### config.mk
export PLATFORM = sky130hd
export DESIGN_NAME = event_logger_top
export DESIGN_NICKNAME = d
export VERILOG_FILES = /design/src/source/logger_pkg.sv /design/src/source/event_logger_top.sv /design/src/source/logger_ctrl.sv /design/src/source/msg_trigger.sv /design/src/source/pps_filter.sv /design/src/source/record_out.sv /design/src/source/ts_capture.sv
export SDC_FILE = /design/constraint.sdc
export NUM_CORES = 1
export LEC_CHECK = 0
export ABC_AREA = 1
export BUFFER_PORTS_ARGS = -buffer_cell sky130_fd_sc_hd__buf_2
export CORE_MARGIN = 8
export CORE_UTILIZATION = 31
export DETAILED_ROUTE_END_ITERATION = 7
export RECOVER_POWER = 100
export REMOVE_ABC_BUFFERS = 1
export SLEW_MARGIN = 30
export SYNTH_ARGS = -nofsm -noshare
export SYNTH_HDL_FRONTEND = slang
export SYNTH_SLANG_ARGS = --single-unit
### constraint.sdc
create_clock -name xclk -period 4.1 [get_ports xclk]
set_clock_uncertainty 0.2 [all_clocks]
set_input_delay 0.205 -clock xclk [delete_from_list [all_inputs] [get_ports xclk]]
set_output_delay 0.205 -clock xclk [all_outputs]
set_load 0.01 [all_outputs]
### src/source/logger_pkg.sv
package logger_pkg;

    localparam int gpio_n      = 10;   // number of gpio inputs
    localparam int ts_w        = 32;   // timestamp counter width
    localparam int word_w      = 16;   // log output word width
    localparam int seq_w       = 12;   // record sequence count width
    localparam int ctrl_addr_w = 7;    // command address register width

    localparam int logger_config_addr = 3;   // only writable register

    localparam int conf_pps_lsb  = 3;    // pps group 6:3 with enable 7
    localparam int conf_msg_lsb  = 8;    // msg group 12:8 with enable 13
    localparam int conf_stop_lsb = 19;   // log_stop 19 with enable 20

    localparam logic [3:0] msg_sel_off = 4'hf;   // message source disabled
    localparam logic [7:0] denoise_len = 8'd255; // denoise counter reload

    localparam int chan_pps  = 0;   // header code and arbiter priority
    localparam int chan_msg  = 1;
    localparam int n_chan    = 2;
    localparam int rec_words = 4;   // words per record

    // byte port already reassembled into one strobe per 32-bit word
    typedef struct packed {
        logic        stb;
        logic        is_addr;   // data[6:0] is the new register address
        logic [31:0] data;
    } cmd_bus_t;

    typedef struct packed {
        logic [1:0] pps_slot;    // 1 -> gpio[2], 2 -> gpio[4], else none
        logic       pps_invert;
        logic [3:0] msg_sel;     // gpio index where msg_sel_off disables
        logic       msg_invert;
        logic       log_stop;
        logic       spare;       // spare bit of the pps group
    } logger_cfg_t;

    localparam logger_cfg_t cfg_reset_val = '{
        pps_slot:   2'd0,
        pps_invert: 1'b0,
        msg_sel:    msg_sel_off,
        msg_invert: 1'b0,
        log_stop:   1'b0,
        spare:      1'b0
    };

    // data word read either as raw bits (address) or as config fields
    typedef union packed {
        logic [31:0] raw;
        struct packed {
            logic [29-conf_stop_lsb:0]             pad_hi;
            logic                                  stop_we;
            logic                                  log_stop;
            logic [conf_stop_lsb-conf_msg_lsb-7:0] pad_mid;
            logic                                  msg_we;
            logic                                  msg_invert;
            logic [3:0]                            msg_sel;
            logic                                  pps_we;
            logic                                  pps_spare;
            logic                                  pps_invert;
            logic [1:0]                            pps_slot;
            logic [conf_pps_lsb-1:0]               pad_lo;
        } conf;
    } config_word_u;

    typedef struct packed {
        logic              stb;    // high only on cycles carrying a word
        logic [word_w-1:0] data;
    } log_word_t;

    typedef struct packed {
        logic [ts_w-1:0]   ts;     // cycle count at request
        logic [gpio_n-1:0] gpio;   // input snapshot at request
    } ts_slot_t;

endpackage

### src/source/event_logger_top.sv
`timescale 1ns/1ps

module event_logger_top (
    input  logic                          xclk,
    input  logic                          config_rst,
    input  logger_pkg::cmd_bus_t          i_cmd,
    input  logic [logger_pkg::gpio_n-1:0] i_ext_di,
    output logger_pkg::log_word_t         o_log
);
    import logger_pkg::*;

    logger_cfg_t                cfg;
    logic                       stop;       // log_stop level
    logic [n_chan-1:0]          req;        // single-cycle event requests
    logic [n_chan-1:0]          pending;
    logic [n_chan-1:0]          ack;
    ts_slot_t [n_chan-1:0]      slot;
    logic                       word_go;
    logic [1:0]                 word_sel;
    logic                       chan;

    logger_ctrl u_ctrl (
        .xclk       (xclk),
        .config_rst (config_rst),
        .i_cmd      (i_cmd),
        .i_pending  (pending),
        .o_cfg      (cfg),
        .o_stop     (stop),
        .o_ack      (ack),
        .o_word_go  (word_go),
        .o_word_sel (word_sel),
        .o_chan     (chan)
    );

    pps_filter u_pps (
        .xclk       (xclk),
        .config_rst (config_rst),
        .i_cfg      (cfg),
        .i_ext_di   (i_ext_di),
        .o_req      (req[chan_pps])
    );

    msg_trigger u_msg (
        .xclk       (xclk),
        .config_rst (config_rst),
        .i_cfg      (cfg),
        .i_ext_di   (i_ext_di),
        .o_req      (req[chan_msg])
    );

    ts_capture u_ts (
        .xclk       (xclk),
        .config_rst (config_rst),
        .i_stop     (stop),
        .i_req      (req),
        .i_ext_di   (i_ext_di),
        .i_ack      (ack),
        .o_pending  (pending),
        .o_slot     (slot)
    );

    record_out u_rec (
        .xclk       (xclk),
        .config_rst (config_rst),
        .i_stop     (stop),
        .i_word_go  (word_go),
        .i_word_sel (word_sel),
        .i_chan     (chan),
        .i_slot     (slot),
        .o_log      (o_log)
    );

endmodule

### src/source/logger_ctrl.sv
`timescale 1ns/1ps

module logger_ctrl (
    input  logic                          xclk,
    input  logic                          config_rst,
    input  logger_pkg::cmd_bus_t          i_cmd,
    input  logic [logger_pkg::n_chan-1:0] i_pending,
    output logger_pkg::logger_cfg_t       o_cfg,
    output logic                          o_stop,
    output logic [logger_pkg::n_chan-1:0] o_ack,
    output logic                          o_word_go,
    output logic [1:0]                    o_word_sel,
    output logic                          o_chan
);
    import logger_pkg::*;

    config_word_u           cmd_w;       // bus data decoded two ways
    logic [ctrl_addr_w-1:0] ctrl_addr;   // no auto-increment
    logger_cfg_t            cfg_r;
    logic                   run_r;       // record words being issued
    logic                   done_r;      // last word on output during the ack cycle
    logic [1:0]             word_cnt;
    logic                   chan_r;      // channel of current record

    assign cmd_w = i_cmd.data;

    // command decode and config register
    always_ff @(posedge xclk) begin
        if (config_rst) begin
            ctrl_addr <= '0;
            cfg_r     <= cfg_reset_val;
        end else if (i_cmd.stb) begin
            if (i_cmd.is_addr) begin
                ctrl_addr <= cmd_w.raw[ctrl_addr_w-1:0];
            end else if (ctrl_addr == ctrl_addr_w'(logger_config_addr)) begin
                if (cmd_w.conf.pps_we) begin   // pps group
                    cfg_r.pps_slot   <= cmd_w.conf.pps_slot;
                    cfg_r.pps_invert <= cmd_w.conf.pps_invert;
                    cfg_r.spare      <= cmd_w.conf.pps_spare;
                end
                if (cmd_w.conf.msg_we) begin   // message group
                    cfg_r.msg_sel    <= cmd_w.conf.msg_sel;
                    cfg_r.msg_invert <= cmd_w.conf.msg_invert;
                end
                if (cmd_w.conf.stop_we) begin
                    cfg_r.log_stop   <= cmd_w.conf.log_stop;
                end
            end
        end
    end

    assign o_cfg  = cfg_r;
    assign o_stop = cfg_r.log_stop;   // one level to capture and output

    // arbiter steps idle -> run (4 words) -> done (ack) -> idle
    always_ff @(posedge xclk) begin
        if (config_rst) begin
            run_r    <= 1'b0;
            done_r   <= 1'b0;
            word_cnt <= '0;
            chan_r   <= 1'b0;
        end else if (run_r) begin
            word_cnt <= word_cnt + 2'd1;
            if (word_cnt == 2'(rec_words - 1)) begin
                run_r  <= 1'b0;
                done_r <= 1'b1;
            end
        end else if (done_r) begin
            done_r <= 1'b0;   // pending is clear by the next idle cycle
        end else if ((|i_pending) && !cfg_r.log_stop) begin
            run_r    <= 1'b1;
            word_cnt <= '0;
            // lowest channel wins
            chan_r   <= i_pending[chan_pps] ? 1'(chan_pps) : 1'(chan_msg);
        end
    end

    always_comb begin
        o_ack = '0;
        if (done_r) begin
            o_ack[chan_r] = 1'b1;   // word 3 is on o_log now
        end
    end

    assign o_word_go  = run_r;
    assign o_word_sel = word_cnt;
    assign o_chan     = chan_r;

endmodule

### src/source/msg_trigger.sv
`timescale 1ns/1ps

module msg_trigger (
    input  logic                          xclk,
    input  logic                          config_rst,
    input  logger_pkg::logger_cfg_t       i_cfg,
    input  logic [logger_pkg::gpio_n-1:0] i_ext_di,
    output logic                          o_req
);
    import logger_pkg::*;

    logic       sel_ok;    // index points at a real gpio
    logic       msg_in;
    logic [1:0] sync_r;    // 2-stage synchroniser
    logic       prev_r;    // previous synchronised level

    assign sel_ok = (i_cfg.msg_sel != msg_sel_off) && (i_cfg.msg_sel < gpio_n);
    assign msg_in = sel_ok && (i_ext_di[i_cfg.msg_sel] ^ i_cfg.msg_invert);   // off -> low

    always_ff @(posedge xclk) begin
        if (config_rst) begin
            sync_r <= '0;
            prev_r <= 1'b0;
            o_req  <= 1'b0;
        end else begin
            sync_r <= {sync_r[0], msg_in};
            prev_r <= sync_r[1];
            o_req  <= sync_r[1] && !prev_r;   // 3 cycles after the pin edge
        end
    end

endmodule

### src/source/pps_filter.sv
`timescale 1ns/1ps

module pps_filter (
    input  logic                          xclk,
    input  logic                          config_rst,
    input  logger_pkg::logger_cfg_t       i_cfg,
    input  logic [logger_pkg::gpio_n-1:0] i_ext_di,
    output logic                          o_req
);
    import logger_pkg::*;

    logic       pps_in;     // selected and inverted input
    logic [2:0] sync_r;     // 3-stage synchroniser
    logic       level_r;    // denoised level
    logic [7:0] dn_cnt;     // cycles left before level follows
    logic       level_d;

    always_comb begin
        case (i_cfg.pps_slot)
            2'd1:    pps_in = i_ext_di[2];
            2'd2:    pps_in = i_ext_di[4];
            default: pps_in = 1'b0;   // slot 0/3 unused
        endcase
        pps_in = pps_in ^ i_cfg.pps_invert;
    end

    always_ff @(posedge xclk) begin
        if (config_rst) begin
            sync_r  <= '0;
            level_r <= 1'b0;
            dn_cnt  <= denoise_len;
            level_d <= 1'b0;
            o_req   <= 1'b0;
        end else begin
            sync_r <= {sync_r[1:0], pps_in};
            if (sync_r[2] == level_r) begin
                dn_cnt <= denoise_len;     // agreement restarts the window
            end else begin
                dn_cnt <= dn_cnt - 8'd1;
            end
            if (dn_cnt == 8'd0) begin
                level_r <= sync_r[2];      // differed for 256 cycles
            end
            level_d <= level_r;
            o_req   <= level_r && !level_d;   // rising edge only
        end
    end

endmodule

### src/source/record_out.sv
`timescale 1ns/1ps

module record_out (
    input  logic                                          xclk,
    input  logic                                          config_rst,
    input  logic                                          i_stop,
    input  logic                                          i_word_go,
    input  logic [1:0]                                    i_word_sel,
    input  logic                                          i_chan,
    input  logger_pkg::ts_slot_t [logger_pkg::n_chan-1:0] i_slot,
    output logger_pkg::log_word_t                         o_log
);
    import logger_pkg::*;

    logic [seq_w-1:0]  seq_cnt;   // records sent since reset/stop
    ts_slot_t          cur;       // slot of current channel
    logic [word_w-1:0] word_nx;
    logic              stb_r;
    logic [word_w-1:0] data_r;

    assign cur = i_slot[i_chan];

    always_comb begin
        case (i_word_sel)
            2'd0:    word_nx = {(word_w-seq_w)'(i_chan), seq_cnt};   // header
            2'd1:    word_nx = cur.ts[word_w-1:0];                   // ts low
            2'd2:    word_nx = cur.ts[2*word_w-1:word_w];            // ts high
            default: word_nx = word_w'(cur.gpio);                    // gpio zero-extended
        endcase
    end

    always_ff @(posedge xclk) begin
        if (config_rst) begin
            stb_r <= 1'b0;
        end else begin
            stb_r <= i_word_go;   // word lands one cycle after go
        end
    end

    always_ff @(posedge xclk) begin
        if (i_word_go) begin
            data_r <= word_nx;
        end
    end

    always_ff @(posedge xclk) begin
        if (config_rst || i_stop) begin
            seq_cnt <= '0;
        end else if (i_word_go && (i_word_sel == 2'(rec_words - 1))) begin
            seq_cnt <= seq_cnt + 1'b1;   // after last word of a record
        end
    end

    assign o_log = '{stb: stb_r, data: data_r};

endmodule

### src/source/ts_capture.sv
`timescale 1ns/1ps

module ts_capture (
    input  logic                                         xclk,
    input  logic                                         config_rst,
    input  logic                                         i_stop,
    input  logic [logger_pkg::n_chan-1:0]                i_req,
    input  logic [logger_pkg::gpio_n-1:0]                i_ext_di,
    input  logic [logger_pkg::n_chan-1:0]                i_ack,
    output logic [logger_pkg::n_chan-1:0]                o_pending,
    output logger_pkg::ts_slot_t [logger_pkg::n_chan-1:0] o_slot
);
    import logger_pkg::*;

    logic [ts_w-1:0]   ts_cnt;     // free-running cycle counter
    logic [n_chan-1:0] take;       // slot accepts a request this cycle

    always_ff @(posedge xclk) begin
        if (config_rst || i_stop) begin
            ts_cnt <= '0;   // stop holds time at zero
        end else begin
            ts_cnt <= ts_cnt + 1'b1;
        end
    end

    // a request into a busy slot is dropped
    assign take = i_req & ~o_pending & {n_chan{!i_stop}};

    always_ff @(posedge xclk) begin
        if (config_rst || i_stop) begin
            o_pending <= '0;
        end else begin
            for (int ch = 0; ch < n_chan; ch++) begin
                if (i_ack[ch]) begin
                    o_pending[ch] <= 1'b0;   // record fully sent
                end else if (take[ch]) begin
                    o_pending[ch] <= 1'b1;
                end
            end
        end
    end

    // slot payload written only on an accepted request
    always_ff @(posedge xclk) begin
        for (int ch = 0; ch < n_chan; ch++) begin
            if (take[ch]) begin
                o_slot[ch].ts   <= ts_cnt;
                o_slot[ch].gpio <= i_ext_di;
            end
        end
    end

endmodule

After elaboration in Yosys (flattened, before gate mapping)
Cells that the tools add are included.
W data, S select, Z words.
{ "totals": {"ff_bits": 186, "latch_bits": 0, "mem_bits_rw": 0, "rom_bits": 0, "input_bits": 46, "output_inout_bits": 17, "elab_cells": 95, "n_memories": 0} }
{ "classes": {"add_sub_neg": 4, "multipliers": 0, "div": 0, "n_lt_le_gt_ge": 4, "eq_ne": 9, "shift": 0, "muxes": 17, "bitwise_logic": 8, "reduce_logical": 25} }
{ "ops": {"columns": ["cell", "n"], "rows": [
  ["$mux W42", 2],
  ["$pmux W16 S3", 1],
  ["$add A32 B1 Y32 const B", 1],
  ["$add A12 B1 Y12 const B", 1],
  ["$reduce_and A4 Y1", 3],
  ["$reduce_or A2 Y1", 5],
  ["$logic_not A8 Y1", 1],
  ["$mux W2", 4],
  ["$sub A8 B1 Y8 const B", 1],
  ["$eq A7 B2 Y1 const B", 1],
  ["$logic_and A1 B1 Y1", 7],
  ["$mux W1", 7],
  ["$eq A2 B2 Y1 const B", 3],
  ["$lt A4 B5 Y1 const B", 1],
  ["$and A2 B2 Y2", 2],
  ["$bmux W1 S4", 1],
  ["$eq A2 B1 Y1 const B", 2],
  ["$lt A4 B4 Y1 const B", 1],
  ["$ne A4 B4 Y1 const B", 1],
  ["$reduce_and A2 Y1", 2],
  ["$logic_not A1 Y1", 3],
  ["$not A1 Y1", 3],
  ["$reduce_and A3 Y1", 1],
  ["$add A2 B1 Y2 const B", 1],
  ["11 further kinds", 12]
]} }

Longest topological paths before layout
{ "logic_depth": {"depth_word": 6, "mapped_depth": 11, "mapped_depth_nobuf": 11} }

Cells and area by module
Synthesis repeated with hierarchy kept, for this count alone.
{ "hier_totals": {"cells_unflattened": 897, "area_unflattened_um2": 8090.3} }
{ "modules_own_cells": {"columns": ["mod", "n_inst", "cells_per_inst", "area_per_inst_um2", "seq_area_each_um2"], "rows": [
  ["ts_capture", 1, 346, 4319.1, 3203.1],
  ["record_out", 1, 274, 1860.5, 740.7],
  ["logger_ctrl", 1, 149, 1031.0, 440.4],
  ["pps_filter", 1, 83, 618.1, 280.3],
  ["msg_trigger", 1, 45, 261.5, 80.1]
]} }

Least setup slack after synthesis
No wires, ideal clock.
{ "synth_timing": {"path_type": "register to register", "from": "reg u_ts.o_pending[0] (netlist name)", "to": "reg u_ts.o_slot[0] (netlist name), enable pin", "setup_ns": 0.443, "t_arrival_ns": 2.208, "required_ns": 3.457, "setup_slack_ns": 1.248, "stages_incl_launch_ff": 4, "path_buffers": 0, "period_less_slack_ns": 2.852, "path_cell_list": "dfxtp_1 > inv_1 > nand2_1 > nor2_1"} }
{ "synth_via": {"elab_chain_len": 3} }
{ "synth_lines": {"columns": ["item", "line_no", "text"], "rows": [
  ["start, declared", "ts_capture.sv:10", "output logic [logger_pkg::n_chan-1:0] o_pending,"],
  ["start signal, assigned", "ts_capture.sv:31", "o_pending <= '0;"],
  ["start signal, assigned by index", "ts_capture.sv:35", "o_pending[ch] <= 1'b0;"],
  ["start signal, assigned by index", "ts_capture.sv:37", "o_pending[ch] <= 1'b1;"],
  ["$not A2 Y2", "ts_capture.sv:27", "assign take = i_req & ~o_pending & {n_chan{!i_stop}};"],
  ["$and A2 B2 Y2 (2 in a row)", "ts_capture.sv:27", null],
  ["net u_ts.take[0]", "ts_capture.sv:16", "logic [n_chan-1:0] take;"],
  ["end, declared", "ts_capture.sv:11", "output logger_pkg::ts_slot_t [logger_pkg::n_chan-1:0] o_slot"]
]} }
The timed path passes the listed nets, and every way through them passes these cells.
A chain may end at the register's enable or synchronous reset.

Worst setup path after layout
{ "layout_timing": {"from": "reg u_ts.o_pending[0] (netlist name)", "to": "reg u_ts.o_slot[37] (netlist name), enable pin"} }
Same word-level chain as after synthesis.

==> impl_metrics.ini <==
[outcome]
status = complete, but fails checks
violations = max-capacitance violations, max-slew violations

[global_routing]
grt_pass1_wl_mm = 29.0
first_global_vias = 5492
grt_overflow = 0
gr-usage-all-layers_pct = 11.9
grt_antenna_before_repair = 0
grt_max_degree = 43

[synthesis]
yosysTopAreaCellShare_pct = 38.4
ys_types = 39
ys_seq_area_share_pct = 60.4
netlist_instances = 840
ys_seq_elements = 186
synth_area_um2 = 7830
yosysWarnings = 0
synth_area_leader_cell = edfxtp_1
synthTopCellsByArea = edfxtp_1 38%, dfxtp_1 22%, nand2_1 7.5%, nor2_1 5.6%, o21ai_0 4.7%
synth_area_per_cell_um2 = 9.32

[clock_network]
root_buffer = clkbuf_16
htreeDepth = 4
clock_sinks = 186
cts_tree = done
cts_buffers = 17
cts_resized = 0
clk_pin_slew_ns = 0.07
clock_path_buffers = 2
clock_latency_ns = 0.43

[worst_hold_path]
hp-class = in2reg
whs_path_depth = 5

[setup_path]
critical_path_class = reg2reg
endpoint_kind = register
r2r-end = u_ts.o_slot[37]
rrSetupSlack_ns = 1.09
crit_fanout = 19
crit_path_start = u_ts.o_pending[0]
cp_data_required_time_ns = 3.96
r2r_start = u_ts.o_pending[0]
r2r_cells = 5
start_kind = register
crit_path_end = u_ts.o_slot[37]
crit_arrival_ns = 2.87

[sta]
hold_viol_final = 0
fmax_mhz = 332
setup_violations = 0
whs_ns = 0.0236
period_minus_slack_ns = 3.01
worstMarginPinSlew_ns = 1.61
tns_ns = 0
slew_viol_final = 14
setup_ws_ns = 1.09
rsz0062_at_grt = no
relSlewSlack_pct = -7.64
min_period_over_period_pct = 73.5

[place]
place_worst_setup_slack_ns = 1.66
dpl.hpwl_mm = 12.6
finalWeightedCongestion = 0.828
port_buffers = 46

[floorplanning]
dieArea_um2 = 30600
fp-row-count = 58
start_util_pct = 31.3
io_pins = 63
design.core.area_um2 = 25000
dieHeight_um = 175
die_x_um = 175

[layout]
area_growth_pct = 19.2
nets = 976
antenna_cells = 0
drive_above_1_share_pct = 7.52

[power_and_ir_drop]
ir_drop_mv = 0.287
leakagePower_uw = 0.00338
p_per_area_nw_per_um2 = 410

[route]
vias = 5929
routedWlPerCell_um = 14.6
via_per_inst = 4.70
first_pass_iters = 5
wl_met1_mm = 8.70
top_layer = met4
dr_wl_met3_um = 684
ant_nets = 0
drc = 0
routed_wl_mm = 18.4
drtIter0Drc = 387
routed-wl-met2_mm = 8.72

[job]
cap_violations = 1
stage by stage:
step                      util (%)  power [uW]  std cells  area, um^2
after floorplan                  -        2030        817        7730
after global placement        33.7        2060       1198        8420
after detailed placement      33.7        2060       1198        8420
after CTS                     37.5        3850       1260        9370
after global routing          37.3        3940       1261        9320
final                         37.3        3820       1261        9320
how the worst min path moves through the flow:
stage,from,end
2_1_floorplan,config_rst,u_msg.sync_r[1]
3_5_place_dp,u_pps.dn_cnt[0],u_pps.dn_cnt[0]
3_3_place_gp,u_pps.dn_cnt[0],u_pps.dn_cnt[0]
4_1_cts,i_cmd[13],u_ctrl.o_cfg[4]
5_1_grt,i_cmd[13],u_ctrl.o_cfg[4]
6_report,i_cmd[13],u_ctrl.o_cfg[4]
worst max-delay path, stage by stage (launching register included):
cell      delay [ns]
dfxtp_1         0.31
inv_1           0.09
nand2_1         0.06
nor2_1          1.18
buf_16          0.25
clkbuf_1        0.54
what timing repair did:
| item | CTS | global route |
|---|---|---|
| setup buffers | 0 | 0 |
| hold buffers | 30 | 0 |
| endpoints found under the hold margin | 45 | 0 |
| endpoints found under the setup margin | 0 | 0 |
flip-flops by register name, summed over array words and instances (netlist names), 2 cells and up:
name and flops:
u_ctrl.ctrl_addr 7, u_ctrl.o_word_sel 2, u_ts.o_slot 84, u_rec.data_r 16
u_pps.dn_cnt 8, u_ctrl.o_cfg 8, u_ts.ts_cnt 32, u_msg.sync_r 2
u_pps.sync_r 3, u_rec.seq_cnt 12, u_ts.o_pending 2
per-layer routing:
metal,up-vias,track usage (%)
met5,-,0
met4,0,3.74
met3,17,2.53
met2,106,19.5
met1,2818,15.4
li1,2988,-
kinds of logic (layout without fill, tap and decap cells):
kind of cell / count (synthesis) / count (layout) / synth area share, %
AND/OR/NAND/NOR: 376 / 376 / 21.3
flip-flops: 186 / 186 / 60.4
AO/OA/AOI/OAI: 151 / 151 / 10.6
buffers and inverters: 113 / 204 / 5.56
adder cells (fa/ha/maj): 12 / 12 / 1.92
XOR/XNOR: 2 / 2 / 0.224
synth_stat cells, drive strengths merged:
library cell and instances:
a211oi 3, a21o 1, a21oi 49, a221oi 1, buf 7, clkbuf 16, clkinv 1, dfxtp 86
edfxtp 100, ha 12, inv 89, nand2 161, nand3 40, nand3b 8, nand4 11, nor2 128
nor3 23, nor3b 2, nor4 2, o21a 6, o21ai 78, o221ai 12, o31ai 1, or2 1
xnor2 1, xor2 1
power by group:
| part | leakage (uW) | switching [uW] | internal [uW] |
|---|---|---|---|
| clock network | 0.000305 | 685 | 1090 |
| registers | 0.00164 | 6.49 | 1950 |
| logic | 0.00144 | 44.0 | 35.3 |
| total | 0.00338 | 735 | 3080 |
layout by cell type (no fill, tap or decap), types with 4 or more instances in the layout:
cell type / instances
ha_1: 12
inv_1: 87
clkbuf_1: 34
nor3_1: 21
dfxtp_1: 86
o21ai_0: 78
dlygate4sd3_1: 30
a21oi_1: 49
o21a_1: 6
nor2_1: 118
nand2_1: 158
edfxtp_1: 100
clkbuf_16: 18
bufinv_16: 4
nand3b_1: 8
nand4_1: 10
buf_2: 18
nor2_2: 6
o221ai_1: 12
nand3_1: 39
layout make-up:
cell class	count	area (um^2)
Tap cell	330	413
Fill cell	2538	15600
Clock inverter	9	160
Timing Repair Buffer	82	549
Clock buffer	23	489
Multi-Input combinational cell	541	2650
Inverter	90	338
Sequential cell	186	4720
Power figures use the tool's default switching activity.
